[src/common/masked_pkg.sv]
// ====================
// Shared widths, latencies and share types for the masked A2B converter
// Modules pull these in with a wildcard import in their header
// ====================

package masked_pkg;

    // ====================
    // Widths and latencies
    // ====================
    localparam int DATA_W  = 16;            // Secret and share width
    localparam int ADD_LAT = DATA_W + 1;    // Masked adder, input to output
    localparam int TOP_LAT = ADD_LAT + 1;   // Encoder stage plus adder
    localparam int RND_W   = 3 * DATA_W;    // Two masks plus one gadget bit per adder bit

    // PRNG state size and fallback seeds
    localparam int SEED_W = 32;
    localparam logic [SEED_W-1:0] PRNG_SEED0 = 32'h2545_f491;  // Reset value, also replaces seed 0
    localparam logic [SEED_W-1:0] PRNG_SEED1 = 32'h9e37_79b9;  // Reset value of second state

    // ====================
    // Share types
    // ====================

    // One Boolean-shared bit, secret is sh0 ^ sh1
    typedef struct packed {
        logic sh0;
        logic sh1;
    } share2_t;

    // Bit i of the word is one shared bit
    typedef share2_t [DATA_W-1:0] bool_word_t;

    // Arithmetic pair, secret is a0 + a1 mod 2^DATA_W
    typedef struct packed {
        logic [DATA_W-1:0] a0;
        logic [DATA_W-1:0] a1;
    } arith_pair_t;

endpackage : masked_pkg

[src/masked_adder/masked_boolean_adder.sv]
// ====================
// Pipelined masked ripple-carry adder over two Boolean sharings
// One new addition per cycle, result after ADD_LAT cycles
// ====================
`timescale 1ns/10ps

module masked_boolean_adder import masked_pkg::*; (
    input  logic              clk,
    input  logic              rst_n,
    input  logic              zeroize_i,
    input  bool_word_t        x_i,        // First shared operand
    input  bool_word_t        y_i,        // Second shared operand
    input  logic [DATA_W-1:0] rnd_i,      // One fresh bit per bit position
    output bool_word_t        s_o         // Shared sum, deskewed
);

    // Carry into each bit position, carry[0] is a constant zero sharing
    share2_t [DATA_W-1:0] carry;

    assign carry[0] = '0;

    // ====================
    // Per-bit slice
    // ====================
    // Bit g waits g+1 stages for its carry, then DATA_W-g stages for the others
    for (genvar g = 0; g < DATA_W; g++) begin : g_bit
        share2_t [g:0]          x_dly;    // Operand skew, triangular
        share2_t [g:0]          y_dly;
        share2_t [DATA_W-1-g:0] s_dly;    // Sum deskew, triangular the other way
        share2_t                sum_c;    // Sum of this bit before deskew

        // Operand skew chain
        always_ff @(posedge clk or negedge rst_n) begin
            if (!rst_n) begin
                x_dly <= '0;
                y_dly <= '0;
            end else if (zeroize_i) begin
                x_dly <= '0;
                y_dly <= '0;
            end else begin
                x_dly[0] <= x_i[g];                    // Entry stage
                y_dly[0] <= y_i[g];
                for (int j = 1; j <= g; j++) begin
                    x_dly[j] <= x_dly[j-1];
                    y_dly[j] <= y_dly[j-1];
                end
            end
        end

        if (g < DATA_W - 1) begin : g_fa
            // Carry out feeds the next bit one cycle later, in step with its skew
            masked_full_adder u_fa (
                .clk       (clk),
                .rst_n     (rst_n),
                .zeroize_i (zeroize_i),
                .x_i       (x_dly[g]),
                .y_i       (y_dly[g]),
                .c_i       (carry[g]),
                .rnd_i     (rnd_i[g]),
                .s_o       (sum_c),
                .c_o       (carry[g+1])
            );
        end else begin : g_msb
            // No carry out needed, linear XOR with a share refresh
            assign sum_c = x_dly[g] ^ y_dly[g] ^ carry[g] ^ share2_t'{rnd_i[g], rnd_i[g]};
        end

        // Sum deskew chain, first stage registers the bit sum
        always_ff @(posedge clk or negedge rst_n) begin
            if (!rst_n) begin
                s_dly <= '0;
            end else if (zeroize_i) begin
                s_dly <= '0;
            end else begin
                s_dly[0] <= sum_c;
                for (int j = 1; j <= DATA_W - 1 - g; j++) begin
                    s_dly[j] <= s_dly[j-1];
                end
            end
        end

        assign s_o[g] = s_dly[DATA_W-1-g];              // Aligned across all bits
    end

endmodule : masked_boolean_adder

[src/masked_adder/masked_full_adder.sv]
// ====================
// One-bit masked full adder, two shares per bit
// Sum is combinational, carry leaves through a DOM AND with one cycle latency
// ====================
`timescale 1ns/10ps

module masked_full_adder import masked_pkg::*; (
    input  logic    clk,
    input  logic    rst_n,
    input  logic    zeroize_i,
    input  share2_t x_i,          // Operand bit x
    input  share2_t y_i,          // Operand bit y
    input  share2_t c_i,          // Incoming carry
    input  logic    rnd_i,        // Fresh bit for the cross terms
    output share2_t s_o,          // Sum, same cycle
    output share2_t c_o           // Carry, one cycle later
);

    share2_t a;                   // x ^ y
    share2_t b;                   // x ^ c
    logic inner0_q, inner1_q;     // Same-domain terms, x folded in
    logic cross0_q, cross1_q;     // Refreshed cross-domain terms

    // Share-wise linear part
    assign s_o.sh0 = x_i.sh0 ^ y_i.sh0 ^ c_i.sh0;
    assign s_o.sh1 = x_i.sh1 ^ y_i.sh1 ^ c_i.sh1;

    assign a.sh0 = x_i.sh0 ^ y_i.sh0;
    assign a.sh1 = x_i.sh1 ^ y_i.sh1;
    assign b.sh0 = x_i.sh0 ^ c_i.sh0;
    assign b.sh1 = x_i.sh1 ^ c_i.sh1;

    // ====================
    // DOM AND, maj = (a & b) ^ x
    // ====================
    always_ff @(posedge clk or negedge rst_n) begin
        if (!rst_n) begin
            inner0_q <= 1'b0;
            inner1_q <= 1'b0;
            cross0_q <= 1'b0;
            cross1_q <= 1'b0;
        end else if (zeroize_i) begin
            inner0_q <= 1'b0;
            inner1_q <= 1'b0;
            cross0_q <= 1'b0;
            cross1_q <= 1'b0;
        end else begin
            inner0_q <= (a.sh0 & b.sh0) ^ x_i.sh0;   // Domain 0 only
            inner1_q <= (a.sh1 & b.sh1) ^ x_i.sh1;   // Domain 1 only
            cross0_q <= (a.sh0 & b.sh1) ^ rnd_i;     // Cross term, refreshed
            cross1_q <= (a.sh1 & b.sh0) ^ rnd_i;
        end
    end

    // Compress only after the register stage, so glitches cannot mix domains
    assign c_o.sh0 = inner0_q ^ cross0_q;
    assign c_o.sh1 = inner1_q ^ cross1_q;

    // Carry shares are cleared one edge after a zeroize request
    a_carry_zeroized: assert property (
        @(posedge clk) disable iff (!rst_n)
        zeroize_i |=> (c_o == '0)
    ) else $error("Carry not cleared after zeroize");

endmodule : masked_full_adder

[src/mask_prng.sv]
// ====================
// Seedable xorshift source of fresh masks and gadget randomness
// Two 32-bit states step every cycle, low RND_W bits of the pair go out
// ====================
`timescale 1ns/10ps

module mask_prng import masked_pkg::*; (
    input  logic              clk,
    input  logic              rst_n,
    input  logic              seed_load_i,   // Load seed at this edge
    input  logic [SEED_W-1:0] seed_i,
    output logic [RND_W-1:0]  rnd_o
);

    logic [SEED_W-1:0]   s0_q, s1_q;         // Generator states
    logic [SEED_W-1:0]   seed_nz;            // Seed with zero replaced
    logic [2*SEED_W-1:0] state_cat;

    // Xorshift32 step, invertible so a nonzero state stays nonzero
    function automatic logic [SEED_W-1:0] xs32_step(input logic [SEED_W-1:0] s);
        logic [SEED_W-1:0] t;
        t = s ^ (s << 13);
        t = t ^ (t >> 17);
        t = t ^ (t << 5);
        return t;
    endfunction

    assign seed_nz = (seed_i == '0) ? PRNG_SEED0 : seed_i;

    always_ff @(posedge clk or negedge rst_n) begin
        if (!rst_n) begin
            s0_q <= PRNG_SEED0;
            s1_q <= PRNG_SEED1;
        end else if (seed_load_i) begin
            s0_q <= seed_nz;
            // Second state gets the halves swapped, still nonzero
            s1_q <= {seed_nz[SEED_W/2-1:0], seed_nz[SEED_W-1:SEED_W/2]};
        end else begin
            s0_q <= xs32_step(s0_q);
            s1_q <= xs32_step(s1_q);
        end
    end

    assign state_cat = {s1_q, s0_q};
    assign rnd_o     = state_cat[RND_W-1:0];   // Top bits of s1 unused

    // A zero state would lock the generator at zero forever
    a_state_nonzero: assert property (
        @(posedge clk) disable iff (!rst_n)
        (s0_q != '0) && (s1_q != '0)
    ) else $error("PRNG state reached zero");

endmodule : mask_prng

[src/masked_a2b_top.sv]
// ====================
// Arithmetic to Boolean masking converter, first order, DATA_W bits
// Encode both shares, then add them with the masked ripple-carry adder
// ====================
`timescale 1ns/10ps

module masked_a2b_top import masked_pkg::*; (
    input  logic              clk,
    input  logic              rst_n,
    input  logic              zeroize_i,     // Clears every pipeline register
    input  logic              seed_load_i,
    input  logic [SEED_W-1:0] seed_i,
    input  logic              valid_i,       // One item per cycle at most
    input  arith_pair_t       shares_i,      // a0 + a1 is the secret
    output logic              valid_o,
    output bool_word_t        bool_o         // XOR of shares is the secret
);

    logic [RND_W-1:0]   rnd;                 // Fresh randomness, this cycle
    bool_word_t         enc0_bool;           // Boolean sharing of a0
    bool_word_t         enc1_bool;           // Boolean sharing of a1
    logic [TOP_LAT-1:0] valid_q;             // Valid tag shift register

    // ====================
    // Randomness and encoders
    // ====================
    mask_prng u_prng (
        .clk         (clk),
        .rst_n       (rst_n),
        .seed_load_i (seed_load_i),
        .seed_i      (seed_i),
        .rnd_o       (rnd)
    );

    share_encoder u_enc0 (
        .clk       (clk),
        .rst_n     (rst_n),
        .zeroize_i (zeroize_i),
        .share_i   (shares_i.a0),
        .mask_i    (rnd[DATA_W-1:0]),          // Mask for a0
        .bool_o    (enc0_bool)
    );

    share_encoder u_enc1 (
        .clk       (clk),
        .rst_n     (rst_n),
        .zeroize_i (zeroize_i),
        .share_i   (shares_i.a1),
        .mask_i    (rnd[2*DATA_W-1:DATA_W]),   // Mask for a1
        .bool_o    (enc1_bool)
    );

    // Boolean sum of the two sharings gives the Boolean masking of a0 + a1
    masked_boolean_adder u_adder (
        .clk       (clk),
        .rst_n     (rst_n),
        .zeroize_i (zeroize_i),
        .x_i       (enc0_bool),
        .y_i       (enc1_bool),
        .rnd_i     (rnd[3*DATA_W-1:2*DATA_W]), // Gadget bits
        .s_o       (bool_o)
    );

    // ====================
    // Valid tracking
    // ====================
    always_ff @(posedge clk or negedge rst_n) begin
        if (!rst_n) begin
            valid_q <= '0;
        end else if (zeroize_i) begin
            valid_q <= '0;                       // In-flight items are dropped
        end else begin
            valid_q <= {valid_q[TOP_LAT-2:0], valid_i};
        end
    end

    assign valid_o = valid_q[TOP_LAT-1];

    // Each accepted item leaves exactly TOP_LAT edges later
    a_valid_latency: assert property (
        @(posedge clk) disable iff (!rst_n || zeroize_i)
        valid_i |-> ##TOP_LAT valid_o
    ) else $error("valid_o missing TOP_LAT cycles after valid_i");

    // And no output appears without a matching input
    a_no_spurious_valid: assert property (
        @(posedge clk) disable iff (!rst_n)
        valid_o |-> $past(valid_i, TOP_LAT)
    ) else $error("valid_o without a matching valid_i");

endmodule : masked_a2b_top

[src/share_encoder.sv]
// ====================
// Turns one arithmetic share into a Boolean sharing under a fresh mask
// One register stage, two instances run side by side
// ====================
`timescale 1ns/10ps

module share_encoder import masked_pkg::*; (
    input  logic              clk,
    input  logic              rst_n,
    input  logic              zeroize_i,
    input  logic [DATA_W-1:0] share_i,    // Arithmetic share, raw
    input  logic [DATA_W-1:0] mask_i,     // Fresh mask from the PRNG
    output bool_word_t        bool_o      // (share ^ mask, mask) per bit
);

    bool_word_t enc;                      // Encoded word before the register

    // Mask is applied before the flops, so the raw share is never stored
    always_comb begin
        for (int i = 0; i < DATA_W; i++) begin
            enc[i].sh0 = share_i[i] ^ mask_i[i];
            enc[i].sh1 = mask_i[i];
        end
    end

    // ====================
    // Output register
    // ====================
    always_ff @(posedge clk or negedge rst_n) begin
        if (!rst_n) begin
            bool_o <= '0;
        end else if (zeroize_i) begin
            bool_o <= '0;                 // Drop shares on request
        end else begin
            bool_o <= enc;
        end
    end

endmodule : share_encoder

[config.mk]
export PLATFORM = sky130hd
export DESIGN_NAME = masked_a2b_top
export DESIGN_NICKNAME = d
export VERILOG_FILES = /design/src/common/masked_pkg.sv /design/src/masked_adder/masked_boolean_adder.sv /design/src/masked_adder/masked_full_adder.sv /design/src/mask_prng.sv /design/src/masked_a2b_top.sv /design/src/share_encoder.sv
export SDC_FILE = /design/constraint.sdc
export NUM_CORES = 1
export LEC_CHECK = 0
export ABC_AREA = 1
export BUFFER_PORTS_ARGS = -buffer_cell sky130_fd_sc_hd__buf_4
export CAP_MARGIN = 20
export CORE_MARGIN = 4
export CORE_UTILIZATION = 47
export CTS_CLUSTER_SIZE = 20
export DETAILED_ROUTE_END_ITERATION = 7
export SLEW_MARGIN = 20
export SYNTH_ARGS = -nofsm -noshare
export SYNTH_HDL_FRONTEND = slang
export SYNTH_SLANG_ARGS = --single-unit
[constraint.sdc]
create_clock -name clk -period 3.08 [get_ports clk]
set_input_delay 0 -clock clk [delete_from_list [all_inputs] [get_ports clk]]
set_output_delay 0 -clock clk [all_outputs]
set_load 0.005 [all_outputs]
**Word-level counts from Yosys, hierarchy flattened**

Cells that the tools add are included.

- Multiplexer cells: 114
- Reduce and logical (&&, ||, !) cells: 1
- Bitwise gates (word level): 277

Operator list:

| kind | number |
|---|---|
| two-way mux 32 bit | 8 |
| bitwise XOR 1 bit | 208 |
| bitwise XOR 32 bit | 4 |
| two-way mux 30 bit | 3 |
| two-way mux 28 bit | 3 |
| two-way mux 26 bit | 3 |
| two-way mux 18 bit | 4 |
| two-way mux 24 bit | 3 |
| two-way mux 22 bit | 3 |
| bitwise XOR 32 x 15 -> 32 bit | 2 |
| bitwise AND 1 bit | 60 |
| two-way mux 1 bit | 60 |
| two-way mux 20 bit | 3 |
| two-way mux 16 bit | 3 |
| two-way mux 14 bit | 3 |
| two-way mux 12 bit | 3 |
| logical NOT 32 bit | 1 |
| two-way mux 10 bit | 3 |
| two-way mux 8 bit | 3 |
| two-way mux 6 bit | 3 |
| two-way mux 4 bit | 3 |
| two-way mux 2 bit | 3 |
| bitwise XOR 2 bit | 3 |

- Bits of input ports: 69
- Logic and storage cells: 1,335
- Register bits: 1,022

**Logic depth before layout (Yosys ltp)**

- Depth in word-level cells: 5
- Gate-level depth with buffers: 10
- Mapped depth without buffers: 10

**Hierarchy**

A second synthesis with hierarchy kept.

- Cell total of the unflattened synthesis: 4,154
- Area, all modules: 39,180.1 µm²

Modules (own cells, without submodules):

| module | seq. area each (µm²) | times used | cells an instance | area an instance (µm²) |
|---|---|---|---|---|
| masked_boolean_adder | 20,419.6 | 1 | 2,593 | 27,597.7 |
| mask_prng | 1,644.1 | 1 | 641 | 4,367.9 |
| masked_full_adder | 100.1 | 15 | 40 | 276.5 |
| share_encoder | 800.8 | 2 | 132 | 1,227.4 |
| masked_a2b_top | 450.4 | 1 | 56 | 611.8 |

**Least setup slack after synthesis**

Ideal clock, no wire load.

- Path type: flip-flop to flip-flop
- Start: register u_prng.s0_q[13]
- End: register u_prng.s0_q[9]
- Data arrival time: 1.156 ns
- Path buffers: 1
- Cell stages (with the launch flop): 11
- Setup slack: 1.807 ns
- Cell sequence: dfstp_2 > buf_4 > inv_1 > nand2_1 > nand2_2 > nand2_1 > nand2_1 > inv_1 > nand2_1 > nand3_1 > nand2_1

- Word-level cells in the longest chain between the ends: 4

RTL lines:

| element | RTL line | source |
|---|---|---|
| start: declaration | mask_prng.sv:15 | `logic [SEED_W-1:0] s0_q, s1_q;` |
| start signal: assignment | mask_prng.sv:35 | `s0_q <= seed_nz;` |
| start signal: assignment | mask_prng.sv:39 | `s0_q <= xs32_step(s0_q);` |
| bitwise XOR 32 bit | mask_prng.sv:22 | `t = s ^ (s << 13);` |
| bitwise XOR 32 x 15 -> 32 bit | mask_prng.sv:23 | `t = t ^ (t >> 17);` |
| bitwise XOR 32 bit | mask_prng.sv:24 | `t = t ^ (t << 5);` |
| two-way mux 32 bit | mask_prng.sv:34 | `end else if (seed_load_i) begin` |

Every way passes these cells.

**Worst setup path in the final report**

- Start: input seed_i[3]
- End: register u_prng.s1_q[16]

- Word-level cells in the longest chain between the ends: 3

RTL lines:

| element | RTL line | source |
|---|---|---|
| start: declaration | masked_a2b_top.sv:12 | `input logic [SEED_W-1:0] seed_i,` |
| logical NOT 32 bit | mask_prng.sv:28 | `assign seed_nz = (seed_i == '0) ? PRNG_SEED0 : seed_i;` |
| two-way mux 32 bit | mask_prng.sv:28 |  |
| two-way mux 32 bit | mask_prng.sv:34 |  |
| end signal: assignment | mask_prng.sv:37 | `s1_q <= {seed_nz[SEED_W/2-1:0], seed_nz[SEED_W-1:SEED_W/2]};` |
| end signal: assignment | mask_prng.sv:40 | `s1_q <= xs32_step(s1_q);` |
| end: declaration | mask_prng.sv:15 |  |

Every way passes these cells.

==> impl_metrics.ini <==
[sta]
setup_tns_ns = 0
post-route-min-period_ns = 1.98
slew_viol_final = 0
rsz0062_at_grt = false
fmax_mhz = 506
worst_slew_pin_slew_ns = 1.01
finalSetupViolations = 0
maxSlewHeadroom_pct = 32.7
holdWs_ns = 0.00515
finalWorstSetupSlack_ns = 1.10
fin_worst_skew_ns = 0.0492
finalHoldViolCount = 0
fin_crit_sh_pct = 64.2

[logic_synthesis]
yosysSeqAreaShare_pct = 67.2
synth_fa_ha_area_share_pct = 0.0657
syn_avg_cell_area_um2 = 9.48
synth_cells = 4017
synth_compound_area_share_pct = 1.96
synthTopCellsByCount = 1,037 x nor2_1, 1,011 x inv_1, 988 x dfrtp_1
synthSimpleGateAreaFrac_pct = 15.8
ys_top_cells_by_area = dfrtp_1 65%, nor2_1 10%, inv_1 10%, nand2_1 4.3%, dfstp_2 2.3%
synth_cell_types = 23
synthArstFlopShare_pct = 100
yosysMostFrequentCell = nor2_1
yosys.area.top_type_share_pct = 64.9
ys_ff_latch = 1022
synth_flop_cell = dfrtp_1
synth_edf_count = 0
synth_area_mm2 = 0.0381
synth_xor_area_share_pct = 2.62
synth_mux_area_share_pct = 0
syn_nets = 4088
synth_top_family_by_area = simple AND/OR/NAND/NOR gates
yosys_warnings = 0
synth_top_area_cell = dfrtp_1

[place]
post-place-ws_ns = 1.07
port-buffer-count = 101
gp_congestion = 0.904
hpwlAfterDp_mm = 45.2
placed_cells = 5070

[final_layout]
final_cells = 5340
layout-drive-gt1-share_pct = 8.97
area_delta_synth_final_pct = 16.8
finalNetCount = 4262
antenna_cells = 0

[die]
coreArea_mm2 = 0.0804
rows = 104
dieArea_mm2 = 0.0857
io_pins = 102
die_h_um = 293
start_util_pct = 47.4
die_w_um = 293

[grt]
track_usage_pct = 17.3
grt_max_degree = 179
grt_pass1_vias = 22800
antenna_found_initial = 1
overflow = 0
grt_pass1_wl_mm = 119

[clock_tree]
clock-root-buffer = clkbuf_16
cts_made_buffers = 106
clk_pin_slew_ns = 0.06
cts_sinks = 1022
cts_max_level = 3
clk_path_buf_depth = 3
cts_tree = yes
insertion_delay_ns = 0.67

[worst_setup_path]
start_kind = input port
reg2reg_to = u_prng.s0_q[30]
crit_path_cell_trace = dlygate4sd3_1, buf_4, nor2_1, nand2_1, nor2_1, nand2_1, o21ai_0, nand2_1, nand2_1
rrSetupSlack_ns = 1.16
worstPathRequired_ns = 3.67
critical-path-max-stage-delay_ns = 0.53
r2r_start = u_prng.s0_q[12]
r2r_cells = 7
cp-end-kind = flop
path_class = input port to flop
crit_top_cell = nand2_1
crit_path_max_fanout = 14
slowest_stage = dlygate4sd3_1
worstPathArrival_ns = 2.57

[worst_hold_path]
hp-class = input port to async pin

[detailed_routing]
drt-initial-drc-count = 1337
finalWirelength_mm = 70.9
viasPerCell = 4.31
wl_per_cell_um = 13.3
met1_length_mm = 33.5
vias = 23000
dr.pass1.iters = 5
drc = 0
wl_met3_mm = 2.88
ant_nets = 0
route.met2.wl_mm = 32.5
highest_layer = met4

[run]
cap_violations = 0

[power_and_ir_drop]
vdd.ir_drop.worst_v = 0.000527
power_density_mw_per_mm2 = 796
p_leak_nw = 22.9
finalPower_w = 0.0354

[run_status]
outcome = finished clean
per-stage QoR:
| step | cell area (um^2) | utilization [%] |
|---|---|---|
| 2_1_floorplan | 38100 | - |
| 3_3_place_gp | 39900 | 49.6 |
| 3_5_place_dp | 39900 | 49.6 |
| 4_1_cts | 44500 | 55.3 |
| 5_1_grt | 44500 | 55.3 |
| 6_report | 44500 | 55.3 |
power by group:
group          switching (W)  internal [W]
registers           0.000978        0.0148
logic                0.00395       0.00198
clock network        0.00522       0.00848
area by class of cell:
cell class / count / area (um^2)
Tap cell: 1060 / 1330
Clock buffer: 155 / 3130
Clock inverter: 42 / 738
Fill cell: 7071 / 35900
Inverter: 1014 / 3810
Timing Repair Buffer: 220 / 2060
Sequential cell: 1022 / 25600
Multi-Input combinational cell: 1827 / 7800
registers in the layout, indices dropped and copies added (netlist names):
register and count:
u_adder.g_bit.x_dly 272, u_adder.g_bit.y_dly 272, u_adder.g_bit.s_dly 240, u_adder.s_o 32, u_enc0.bool_o 32, u_enc1.bool_o 32, u_prng.s0_q 32, u_prng.s1_q 32
valid_q 18, u_adder.g_bit.g_fa.u_fa.cross0_q 15, u_adder.g_bit.g_fa.u_fa.cross1_q 15, u_adder.g_bit.g_fa.u_fa.inner0_q 15, u_adder.g_bit.g_fa.u_fa.inner1_q 15
cell usage in the layout (no fill, tap or decap), types with 2 or more instances in the layout:
| master | count |
|---|---|
| dfstp_2 | 34 |
| o21ai_0 | 88 |
| or2_1 | 4 |
| ha_1 | 2 |
| clkinv_8 | 3 |
| nand3_1 | 76 |
| clkinv_16 | 2 |
| buf_8 | 2 |
| inv_1 | 1010 |
| nand2_1 | 438 |
| bufinv_16 | 17 |
| inv_2 | 3 |
| o21ai_2 | 10 |
| dlygate4sd3_1 | 73 |
| clkbuf_1 | 21 |
| dfrtp_1 | 988 |
| clkinvlp_4 | 5 |
| clkbuf_8 | 27 |
| xor2_1 | 32 |
| clkinv_2 | 14 |
| nor2_1 | 1037 |
| buf_12 | 17 |
| clkbuf_16 | 107 |
| nor2_2 | 2 |
| a21oi_1 | 43 |
| xnor2_1 | 82 |
| nand2_2 | 10 |
| buf_4 | 128 |
| or2_2 | 2 |
cells by family after synthesis:
group / Yosys count
XOR/XNOR: 114
adder cells (fa/ha/maj): 2
AO/OA/AOI/OAI: 142
AND/OR/NAND/NOR: 1569
buffers and inverters: 1168
flip-flops: 1022
how the worst max path moves through the flow:
stage	start	endpoint	slack [ns]	cells past startpoint
CTS	u_prng.s0_q[12]	u_prng.s0_q[30]	1.18	7
global route	u_prng.s0_q[12]	u_prng.s0_q[30]	1.00	7
global placement	seed_i[3]	u_prng.s0_q[7]	1.10	8
floorplan	u_prng.s0_q[13]	u_prng.s0_q[9]	1.81	10
detailed placement	seed_i[3]	u_prng.s0_q[0]	1.07	8
finish	seed_i[3]	u_prng.s1_q[16]	1.10	9
repair_timing:
item	4_1_cts	5_1_grt
gates resized for setup	0	0
endpoints found under the hold margin	536	0
setup buffers	0	0
hold buffers	73	0
worst max-delay path: cells and delay by family:
kind,cells,cell delay (ns)
compound gates,1,0.35
buf+inv,2,0.67
simple gates,6,1.53
per-layer routing:
layer,track usage (%),vias to the layer above
li1,-,11600
met1,24.9,10900
met2,27.0,388
met3,2.86,137
met4,5.83,0
met5,0,-
No activity file was read; power rests on OpenSTA's default activity.
